<file path="src/chooser_pkg.sv">
package chooser_pkg;

  // Width of the GHP and LHP saturating counters
  localparam int DEFAULT_COUNT_WIDTH = 2;

  // Width of each accuracy counter
  localparam int DEFAULT_STAT_WIDTH = 6;

  // Component that supplied the final prediction
  typedef logic [1:0] source_t;

  localparam source_t SRC_SP  = 2'd0;
  localparam source_t SRC_LHP = 2'd1;
  localparam source_t SRC_GHP = 2'd2;

endpackage

</file>
<file path="src/branch_pkg.sv">
package branch_pkg;

  // Conditional branch kinds of RV32I
  localparam int NUM_BRANCH_TYPES = 6;

  // One-hot branch type, bit 5 is beq down to bit 0 is bgeu
  typedef logic [NUM_BRANCH_TYPES-1:0] branch_onehot_t;

  // Row of the accuracy tables
  typedef logic [2:0] branch_addr_t;

  localparam branch_addr_t BEQ_ADDR  = 3'd5;
  localparam branch_addr_t BNE_ADDR  = 3'd4;
  localparam branch_addr_t BLT_ADDR  = 3'd3;
  localparam branch_addr_t BGE_ADDR  = 3'd2;
  localparam branch_addr_t BLTU_ADDR = 3'd1;
  localparam branch_addr_t BGEU_ADDR = 3'd0;

endpackage
</file>
<file path="src/meta_predictor.sv">
`timescale 1ns/1ps

module meta_predictor #(
  parameter int                    COUNT_WIDTH     = chooser_pkg::DEFAULT_COUNT_WIDTH,
  parameter int                    STAT_WIDTH      = chooser_pkg::DEFAULT_STAT_WIDTH,
  parameter int                    STAT_CLEAR_BITS = 2,
  parameter logic [STAT_WIDTH-1:0] STAT_INIT       = '0
) (
  input  logic                                                clk,
  input  logic                                                rst_n,
  input  logic                                                lookup_valid,
  input  branch_pkg::branch_onehot_t                          lookup_type,
  input  logic                                                lookup_sp,
  input  logic [COUNT_WIDTH-1:0]                              lookup_ghp,
  input  logic [branch_pkg::NUM_BRANCH_TYPES*COUNT_WIDTH-1:0] lookup_lhp_bank,
  input  logic                                                resolve_valid,
  input  branch_pkg::branch_onehot_t                          resolve_type,
  input  logic                                                resolve_taken,
  input  logic                                                resolve_sp,
  input  logic [COUNT_WIDTH-1:0]                              resolve_lhp,
  input  logic [COUNT_WIDTH-1:0]                              resolve_ghp,
  output logic                                                prediction_valid,
  output logic                                                prediction_taken,
  output chooser_pkg::source_t                                prediction_source
);

  import branch_pkg::*;

  logic                   s1_valid;
  logic                   s1_sp;
  branch_addr_t           s1_addr;
  branch_addr_t           update_addr;
  logic [COUNT_WIDTH-1:0] s1_ghp;
  logic [COUNT_WIDTH-1:0] s1_lhp;
  logic [STAT_WIDTH-1:0]  sp_stat;
  logic [STAT_WIDTH-1:0]  lhp_stat;
  logic [STAT_WIDTH-1:0]  ghp_stat;

  branch_type_decoder #(
    .COUNT_WIDTH (COUNT_WIDTH)
  ) u_decoder (
    .clk             (clk),
    .rst_n           (rst_n),
    .lookup_valid    (lookup_valid),
    .lookup_type     (lookup_type),
    .lookup_sp       (lookup_sp),
    .lookup_ghp      (lookup_ghp),
    .lookup_lhp_bank (lookup_lhp_bank),
    .resolve_type    (resolve_type),
    .s1_valid        (s1_valid),
    .s1_sp           (s1_sp),
    .s1_addr         (s1_addr),
    .s1_ghp          (s1_ghp),
    .s1_lhp          (s1_lhp),
    .update_addr     (update_addr)
  );

  accuracy_table #(
    .COUNT_WIDTH     (COUNT_WIDTH),
    .STAT_WIDTH      (STAT_WIDTH),
    .STAT_CLEAR_BITS (STAT_CLEAR_BITS),
    .STAT_INIT       (STAT_INIT)
  ) u_table (
    .clk           (clk),
    .rst_n         (rst_n),
    .s1_addr       (s1_addr),
    .update_addr   (update_addr),
    .s1_sp         (s1_sp),
    .s1_lhp        (s1_lhp),
    .s1_ghp        (s1_ghp),
    .resolve_valid (resolve_valid),
    .resolve_taken (resolve_taken),
    .resolve_sp    (resolve_sp),
    .resolve_lhp   (resolve_lhp),
    .resolve_ghp   (resolve_ghp),
    .sp_stat       (sp_stat),
    .lhp_stat      (lhp_stat),
    .ghp_stat      (ghp_stat)
  );

  meta_arbiter #(
    .COUNT_WIDTH (COUNT_WIDTH),
    .STAT_WIDTH  (STAT_WIDTH)
  ) u_arbiter (
    .clk               (clk),
    .rst_n             (rst_n),
    .s1_valid          (s1_valid),
    .s1_sp             (s1_sp),
    .s1_lhp            (s1_lhp),
    .s1_ghp            (s1_ghp),
    .sp_stat           (sp_stat),
    .lhp_stat          (lhp_stat),
    .ghp_stat          (ghp_stat),
    .prediction_valid  (prediction_valid),
    .prediction_taken  (prediction_taken),
    .prediction_source (prediction_source)
  );

endmodule

</file>
<file path="src/meta_arbiter.sv">
`timescale 1ns/1ps

module meta_arbiter #(
  parameter int COUNT_WIDTH = chooser_pkg::DEFAULT_COUNT_WIDTH,
  parameter int STAT_WIDTH  = chooser_pkg::DEFAULT_STAT_WIDTH
) (
  input  logic                   clk,
  input  logic                   rst_n,
  input  logic                   s1_valid,
  input  logic                   s1_sp,
  input  logic [COUNT_WIDTH-1:0] s1_lhp,
  input  logic [COUNT_WIDTH-1:0] s1_ghp,
  input  logic [STAT_WIDTH-1:0]  sp_stat,
  input  logic [STAT_WIDTH-1:0]  lhp_stat,
  input  logic [STAT_WIDTH-1:0]  ghp_stat,
  output logic                   prediction_valid,
  output logic                   prediction_taken,
  output chooser_pkg::source_t   prediction_source
);

  import chooser_pkg::*;

  logic    win_taken;
  source_t win_source;

  // Ties go to GHP, then LHP
  always_comb
  begin
    if (ghp_stat >= lhp_stat && ghp_stat >= sp_stat)
    begin
      win_taken  = s1_ghp[COUNT_WIDTH-1];
      win_source = SRC_GHP;
    end
    else if (lhp_stat >= sp_stat)
    begin
      win_taken  = s1_lhp[COUNT_WIDTH-1];
      win_source = SRC_LHP;
    end
    else
    begin
      win_taken  = s1_sp;
      win_source = SRC_SP;
    end
  end

  always_ff @(posedge clk)
  begin
    if (!rst_n)
    begin
      prediction_valid  <= 1'b0;
      prediction_taken  <= 1'b0;
      prediction_source <= SRC_SP;
    end
    else
    begin
      prediction_valid <= s1_valid;
      if (s1_valid)
      begin
        prediction_taken  <= win_taken;
        prediction_source <= win_source;
      end
    end
  end

endmodule

</file>
<file path="src/accuracy_table.sv">
`timescale 1ns/1ps

module accuracy_table #(
  parameter int                         COUNT_WIDTH     = chooser_pkg::DEFAULT_COUNT_WIDTH,
  parameter int                         STAT_WIDTH      = chooser_pkg::DEFAULT_STAT_WIDTH,
  parameter int                         STAT_CLEAR_BITS = 2,
  parameter logic [STAT_WIDTH-1:0]      STAT_INIT       = '0
) (
  input  logic                     clk,
  input  logic                     rst_n,
  input  branch_pkg::branch_addr_t s1_addr,
  input  branch_pkg::branch_addr_t update_addr,
  input  logic                     s1_sp,
  input  logic [COUNT_WIDTH-1:0]   s1_lhp,
  input  logic [COUNT_WIDTH-1:0]   s1_ghp,
  input  logic                     resolve_valid,
  input  logic                     resolve_taken,
  input  logic                     resolve_sp,
  input  logic [COUNT_WIDTH-1:0]   resolve_lhp,
  input  logic [COUNT_WIDTH-1:0]   resolve_ghp,
  output logic [STAT_WIDTH-1:0]    sp_stat,
  output logic [STAT_WIDTH-1:0]    lhp_stat,
  output logic [STAT_WIDTH-1:0]    ghp_stat
);

  import branch_pkg::*;

  localparam int LOCAL_ENTRIES = 1 << COUNT_WIDTH;

  // Upper bits survive a miss
  localparam logic [STAT_WIDTH-1:0] KEEP_MASK = {STAT_WIDTH{1'b1}} << STAT_CLEAR_BITS;

  logic [STAT_WIDTH-1:0] sp_table  [NUM_BRANCH_TYPES][2];
  logic [STAT_WIDTH-1:0] lhp_table [NUM_BRANCH_TYPES][LOCAL_ENTRIES];
  logic [STAT_WIDTH-1:0] ghp_table [NUM_BRANCH_TYPES][LOCAL_ENTRIES];

  logic                  sp_hit;
  logic                  lhp_hit;
  logic                  ghp_hit;
  logic [STAT_WIDTH-1:0] sp_next;
  logic [STAT_WIDTH-1:0] lhp_next;
  logic [STAT_WIDTH-1:0] ghp_next;
  logic                  sp_fwd;
  logic                  lhp_fwd;
  logic                  ghp_fwd;

  function automatic logic [STAT_WIDTH-1:0] next_stat(input logic [STAT_WIDTH-1:0] cur,
                                                      input logic                  hit);
    logic [STAT_WIDTH-1:0] result;
    if (hit)
    begin
      result = (&cur) ? cur : cur + 1'b1;
    end
    else
    begin
      result = cur & KEEP_MASK;
    end
    return result;
  endfunction

  // Counters predict taken on their MSB
  assign sp_hit  = (resolve_sp == resolve_taken);
  assign lhp_hit = (resolve_lhp[COUNT_WIDTH-1] == resolve_taken);
  assign ghp_hit = (resolve_ghp[COUNT_WIDTH-1] == resolve_taken);

  assign sp_next  = next_stat(sp_table[update_addr][resolve_sp], sp_hit);
  assign lhp_next = next_stat(lhp_table[update_addr][resolve_lhp], lhp_hit);
  assign ghp_next = next_stat(ghp_table[update_addr][resolve_ghp], ghp_hit);

  always_ff @(posedge clk)
  begin
    if (!rst_n)
    begin
      for (int r = 0; r < NUM_BRANCH_TYPES; r++)
      begin
        sp_table[r][0] <= STAT_INIT;
        sp_table[r][1] <= STAT_INIT;
        for (int e = 0; e < LOCAL_ENTRIES; e++)
        begin
          lhp_table[r][e] <= STAT_INIT;
          ghp_table[r][e] <= STAT_INIT;
        end
      end
    end
    else if (resolve_valid)
    begin
      sp_table[update_addr][resolve_sp]   <= sp_next;
      lhp_table[update_addr][resolve_lhp] <= lhp_next;
      ghp_table[update_addr][resolve_ghp] <= ghp_next;
    end
  end

  // A resolve in the stage 1 cycle still reaches that lookup
  assign sp_fwd  = resolve_valid && (update_addr == s1_addr) && (resolve_sp == s1_sp);
  assign lhp_fwd = resolve_valid && (update_addr == s1_addr) && (resolve_lhp == s1_lhp);
  assign ghp_fwd = resolve_valid && (update_addr == s1_addr) && (resolve_ghp == s1_ghp);

  assign sp_stat  = sp_fwd  ? sp_next  : sp_table[s1_addr][s1_sp];
  assign lhp_stat = lhp_fwd ? lhp_next : lhp_table[s1_addr][s1_lhp];
  assign ghp_stat = ghp_fwd ? ghp_next : ghp_table[s1_addr][s1_ghp];

endmodule

</file>
<file path="src/branch_type_decoder.sv">
`timescale 1ns/1ps

module branch_type_decoder #(
  parameter int COUNT_WIDTH = chooser_pkg::DEFAULT_COUNT_WIDTH
) (
  input  logic                                              clk,
  input  logic                                              rst_n,
  input  logic                                              lookup_valid,
  input  branch_pkg::branch_onehot_t                        lookup_type,
  input  logic                                              lookup_sp,
  input  logic [COUNT_WIDTH-1:0]                            lookup_ghp,
  input  logic [branch_pkg::NUM_BRANCH_TYPES*COUNT_WIDTH-1:0] lookup_lhp_bank,
  input  branch_pkg::branch_onehot_t                        resolve_type,
  output logic                                              s1_valid,
  output logic                                              s1_sp,
  output branch_pkg::branch_addr_t                          s1_addr,
  output logic [COUNT_WIDTH-1:0]                            s1_ghp,
  output logic [COUNT_WIDTH-1:0]                            s1_lhp,
  output branch_pkg::branch_addr_t                          update_addr
);

  import branch_pkg::*;

  // Row constant for each one-hot bit, index 0 is bgeu
  localparam branch_addr_t ROW_ADDR [NUM_BRANCH_TYPES] = '{
    BGEU_ADDR, BLTU_ADDR, BGE_ADDR, BLT_ADDR, BNE_ADDR, BEQ_ADDR
  };

  branch_addr_t           lookup_addr;
  logic [COUNT_WIDTH-1:0] lookup_lhp;

  // Parallel select, each set bit ORs in its row
  function automatic branch_addr_t type_to_addr(input branch_onehot_t onehot);
    branch_addr_t addr;
    addr = '0;
    for (int i = 0; i < NUM_BRANCH_TYPES; i++)
    begin
      addr = addr | ({$bits(branch_addr_t){onehot[i]}} & ROW_ADDR[i]);
    end
    return addr;
  endfunction

  assign lookup_addr = type_to_addr(lookup_type);
  assign update_addr = type_to_addr(resolve_type);

  // Bank is packed beq highest, so the row number is also the slot
  assign lookup_lhp = lookup_lhp_bank[lookup_addr*COUNT_WIDTH +: COUNT_WIDTH];

  always_ff @(posedge clk)
  begin
    if (!rst_n)
    begin
      s1_valid <= 1'b0;
    end
    else
    begin
      s1_valid <= lookup_valid;
    end
  end

  always_ff @(posedge clk)
  begin
    if (lookup_valid)
    begin
      s1_addr <= lookup_addr;
      s1_sp   <= lookup_sp;
      s1_ghp  <= lookup_ghp;
      s1_lhp  <= lookup_lhp;
    end
  end

endmodule

</file>
<file path="config.mk">
export PLATFORM = sky130hd
export DESIGN_NAME = meta_predictor
export DESIGN_NICKNAME = d
export VERILOG_FILES = /design/src/chooser_pkg.sv /design/src/branch_pkg.sv /design/src/meta_predictor.sv /design/src/meta_arbiter.sv /design/src/accuracy_table.sv /design/src/branch_type_decoder.sv
export SDC_FILE = /design/constraint.sdc
export NUM_CORES = 1
export LEC_CHECK = 0
export BUFFER_PORTS_ARGS = -buffer_cell sky130_fd_sc_hd__buf_2
export CORE_UTILIZATION = 25
export DETAILED_ROUTE_END_ITERATION = 6
export GPL_ROUTABILITY_DRIVEN = 0
export HOLD_SLACK_MARGIN = 0.08
export SLEW_MARGIN = 30
export SYNTH_ARGS = -nofsm -noshare
export SYNTH_HDL_FRONTEND = slang
export SYNTH_HIERARCHICAL = 1
export SYNTH_SLANG_ARGS = --single-unit
</file>
<file path="constraint.sdc">
create_clock -name clk -period 6.6 [get_ports clk]
set_input_delay 1.32 -clock clk [delete_from_list [all_inputs] [get_ports clk]]
set_output_delay 1.32 -clock clk [all_outputs]
set_load 0.01 [all_outputs]
</file>
==> impl_metrics.sql <==
INSERT INTO impl_metrics (metric_group, metric, value, unit) VALUES
('setup_path', 'critPathMaxFanout', '29', ''),
('synth', 'yosys.area_share.adder', '0.967', '%'),
('synth', 'postSynth.topFlopCell', 'edfxtp_1', ''),
('synth', 'syn-cell-area', '27200', 'sq um'),
('timing', 'setup-violations-final', '0', ''),
('synth', 'muxShareOfSynthArea', '18.7', '%'),
('clocking', 'clock_sink_count', '493', ''),
('clocking', 'clock_tree_from_tritoncts', 'yes', ''),
('timing', 'final_period_minus_worst_setup_slack', '5740', 'ps'),
('setup_path', 'reg_to_reg_end', 'u_arbiter/prediction_taken$_SDFFE_PN0P_', ''),
('power', 'clkPwrFrac', '38.5', '%'),
('grt', 'grt_overflow_total', '0', ''),
('synth', 'ys_seq_elements', '493', ''),
('power', 'irDropWorstVdd', '0.000172', 'V'),
('synth', 'synth-compound-area-share', '8.82', '%'),
('route', 'drt_drc_violations_left', '0', ''),
('timing', 'worst_clock_skew', '19.7', 'ps'),
('hold_path', 'worst_hold_path.num_cells', '2', ''),
('grt', 'grt_first_pass_wirelength', '128000', 'microns'),
('die', 'die_x', '332', 'microns'),
('hold_path', 'worstHoldStart', 'u_arbiter/prediction_source[0]$_SDFFE_PN0P_', ''),
('timing', 'hold_viol_final', '0', ''),
('clocking', 'cts.path.max_buffers', '3', ''),
('run', 'drv_cap', '0', ''),
('power', 'power_frac_seq', '45.2', '%'),
('layout', 'nFillCells', '10900', ''),
('synth', 'synth.top_cells.by_area', 'edfxtp_1 54%, mux4_2 15%, nor2_1 4.8%', ''),
('grt', 'grt_pass1_vias', '19100', ''),
('die', 'initial_utilization', '25.3', '%'),
('power', 'power.internal', '5.88', 'mW'),
('die', 'io-pin-count', '41', ''),
('synth', 'synth-edff-count', '488', ''),
('timing', 'setup_total_negative_slack', '0', 'ps'),
('route', 'initialDrtViolationCount', '2412', ''),
('setup_path', 'startpoint_type', 'input pin', ''),
('synth', 'yosys_warnings', '6', ''),
('hold_path', 'worstHoldEndpoint', 'u_arbiter/prediction_source[0]$_SDFFE_PN0P_', ''),
('setup_path', 'r2r_slack', '2160', 'ps'),
('setup_path', 'timing.critical_path.arrival', '6230', 'ps'),
('synth', 'post_synthesis_mean_instance_area', '13.1', 'sq um'),
('setup_path', 'r2r_start', 'u_table/ghp_table[0][19]$_SDFFCE_PN0P_', ''),
('power', 'p_switching', '2.19', 'mW'),
('synth', 'synth-seq-area-share', '54.3', '%'),
('route', 'ant_nets', '0', ''),
('die', 'std_cell_rows', '120', ''),
('die', 'die_area', '110000', 'sq um'),
('status', 'outcome', 'finished, final reports clean', ''),
('synth', 'synthArstFlopShare', '0', '%'),
('synth', 'mappedNetlistNets', '2133', ''),
('setup_path', 'critical_path.endpoint_type', 'register', ''),
('clocking', 'cts.repair.resized', '0', ''),
('power', 'power_density', '261', 'nW/um^2'),
('clocking', 'ctsRootBufferMaster', 'clkbuf_16', ''),
('route', 'wl_per_cell', '24.8', 'microns'),
('power', 'cellLeakagePower', '10.9', 'nW'),
('synth', 'post-synth-top-area-cell', 'edfxtp_1', ''),
('placed_design', 'dp_hpwl', '61300', 'microns'),
('synth', 'yosys.area_share.xor_xnor', '0.419', '%'),
('clocking', 'h-tree-depth', '2', ''),
('setup_path', 'worst-endpoint-required', '7090', 'ps'),
('setup_path', 'critical_path.cell_chain', 'buf_2 -> or3_4 -> buf_12 -> inv_1 -> buf_4 -> a221oi_1 -> a21o_1 -> a22oi_1 -> ha_1 -> inv_1 -> or3b_4 -> o21ai_0 -> nand3_2 -> o31ai_1 -> ha_1 -> nand2b_4 -> a21oi_2 -> o221ai_1 -> a221oi_2 -> o22ai_1', ''),
('synth', 'synth_top_cell_area_share', '53.9', '%'),
('power', 'pwr-share-comb', '16.2', '%'),
('hold_path', 'min_path_type', 'reg -> reg', ''),
('setup_path', 'critical-path-max-stage-delay', '510', 'ps'),
('setup_path', 'logic_depth_of_the_worst_register_to_register_path', '16', ''),
('layout', 'final_layout_size_suffix_gt1_share', '23.9', '%'),
('route', 'postRouteWirelength', '88100', 'microns'),
('synth', 'ys_types', '96', ''),
('grt', 'antenna_found_initial', '3', ''),
('clocking', 'clock_pin_slew_of_the_registers_on_the_worst_case_setup_and_hold_paths', '60', 'ps');
-- critical path, delay by kind of cell --
family          cells  cell delay (ps)
buf+inv             5              990
compound gates      9             2160
fa+ha+maj           2              610
simple gates        4             1140
-- final cells by class --
cell class              instances  area, sq um  share of cell area [%]
well taps                    1403         1760                    5.68
clock buffers                  59         1350                    4.36
multi-input cells            1372        11400                    36.8
flip-flops and latches        493        14800                    47.7
inverters                      44          165                   0.534
repair buffers                141         1060                    3.44
clock inverters                39          445                    1.44
diodes                          1         2.50                 0.00810
-- metrics by stage --
stage	hold WS (ps)	util, %	cells	area, sq um	setup slack [ps]
2_1_floorplan	479	-	2075	27200	1050
3_3_place_gp	463	27.0	3452	29000	371
3_5_place_dp	467	27.1	3452	29100	333
4_1_cts	476	28.7	3550	30900	954
5_1_grt	485	28.8	3552	30900	681
6_report	478	28.8	3552	30900	857
-- state kept, by name, summed over array words and instances (netlist names) --
name,count
u_arbiter/prediction_source,2
u_arbiter/prediction_taken,1
u_arbiter/prediction_valid,1
u_decoder/s1_addr,3
u_decoder/s1_ghp,2
u_decoder/s1_lhp,2
u_decoder/s1_sp,1
u_decoder/s1_valid,1
u_table/ghp_table,192
u_table/lhp_table,192
u_table/sp_table,96
-- synth_stat cells, types with 25 or more instances --
cell type,n
nor2b_1,25
mux2i_1,56
mux2_2,32
nor2_1,351
a221oi_1,32
mux4_2,180
buf_2,53
nand2_1,183
a21oi_1,59
and3_1,31
clkbuf_1,55
edfxtp_1,488
o21ai_0,35
nor3_1,42
inv_1,38
a22oi_1,53
-- metal layers --
layer  share of wire (%)  wire [microns]  global-route usage [%]  up-vias
met5                   0               0                       0        -
met4                 3.8            3320                    5.94        0
met3                 9.1            8040                    2.49      188
met2                  47           41800                    25.7     1121
met1                  40           35000                    20.4     9790
li1                    -               -                       -     8098
-- worst max-delay path by stage --
stage	startpoint	to	slack (ps)	cells past startpoint
final	resolve_type[3]	u_arbiter/prediction_taken$_SDFFE_PN0P_	860	20
after global routing	resolve_type[3]	u_arbiter/prediction_taken$_SDFFE_PN0P_	680	23
after CTS	resolve_type[3]	u_arbiter/prediction_taken$_SDFFE_PN0P_	950	20
after detailed placement	resolve_type[3]	u_arbiter/prediction_taken$_SDFFE_PN0P_	330	20
after global placement	resolve_type[3]	u_arbiter/prediction_taken$_SDFFE_PN0P_	370	21
after floorplan	resolve_type[3]	u_arbiter/prediction_taken$_SDFFE_PN0P_	1050	23
-- power groups by stage --
| stage | logic, mW | registers (mW) | clock network (mW) |
|---|---|---|---|
| 2_1_floorplan | 0.884 | 3.66 | 0 |
| 3_3_place_gp | 1.27 | 3.71 | 0 |
| 4_1_cts | 1.29 | 3.65 | 3.16 |
| 6_report | 1.31 | 3.65 | 3.11 |
| 5_1_grt | 1.38 | 3.66 | 3.27 |
| 3_5_place_dp | 1.28 | 3.72 | 0 |
-- cell families after synthesis --
| group | after synthesis |
|---|---|
| muxes | 274 |
| xor gates and xnor gates | 13 |
| DFF | 493 |
| buffers and inverters | 210 |
| adders and majority gates | 21 |
| and+or+nand+nor | 738 |
| AOI/OAI and AO/OA | 326 |
-- layout by cell type, fill, tap and decap left out, drive strengths merged, types with 6 or more instances in the layout --
master	n
nor2b	27
a22o	7
a31oi	16
clkinv	23
mux2	34
nand3b	8
clkbuf	59
edfxtp	488
bufinv	9
o31ai	11
a21oi	65
xor2	7
ha	21
o221ai	10
mux2i	60
buf	141
nand4	14
o21a	8
mux4	180
xnor2	6
a221o	6
nor3	50
inv	46
nor2	352
nand3	14
and2	9
nand2	183
o21ai	44
a221oi	33
nor3b	7
a22oi	53
nand2b	19
a211oi	18
a21o	10
and3	31
(Power assumes the default switching activity.)
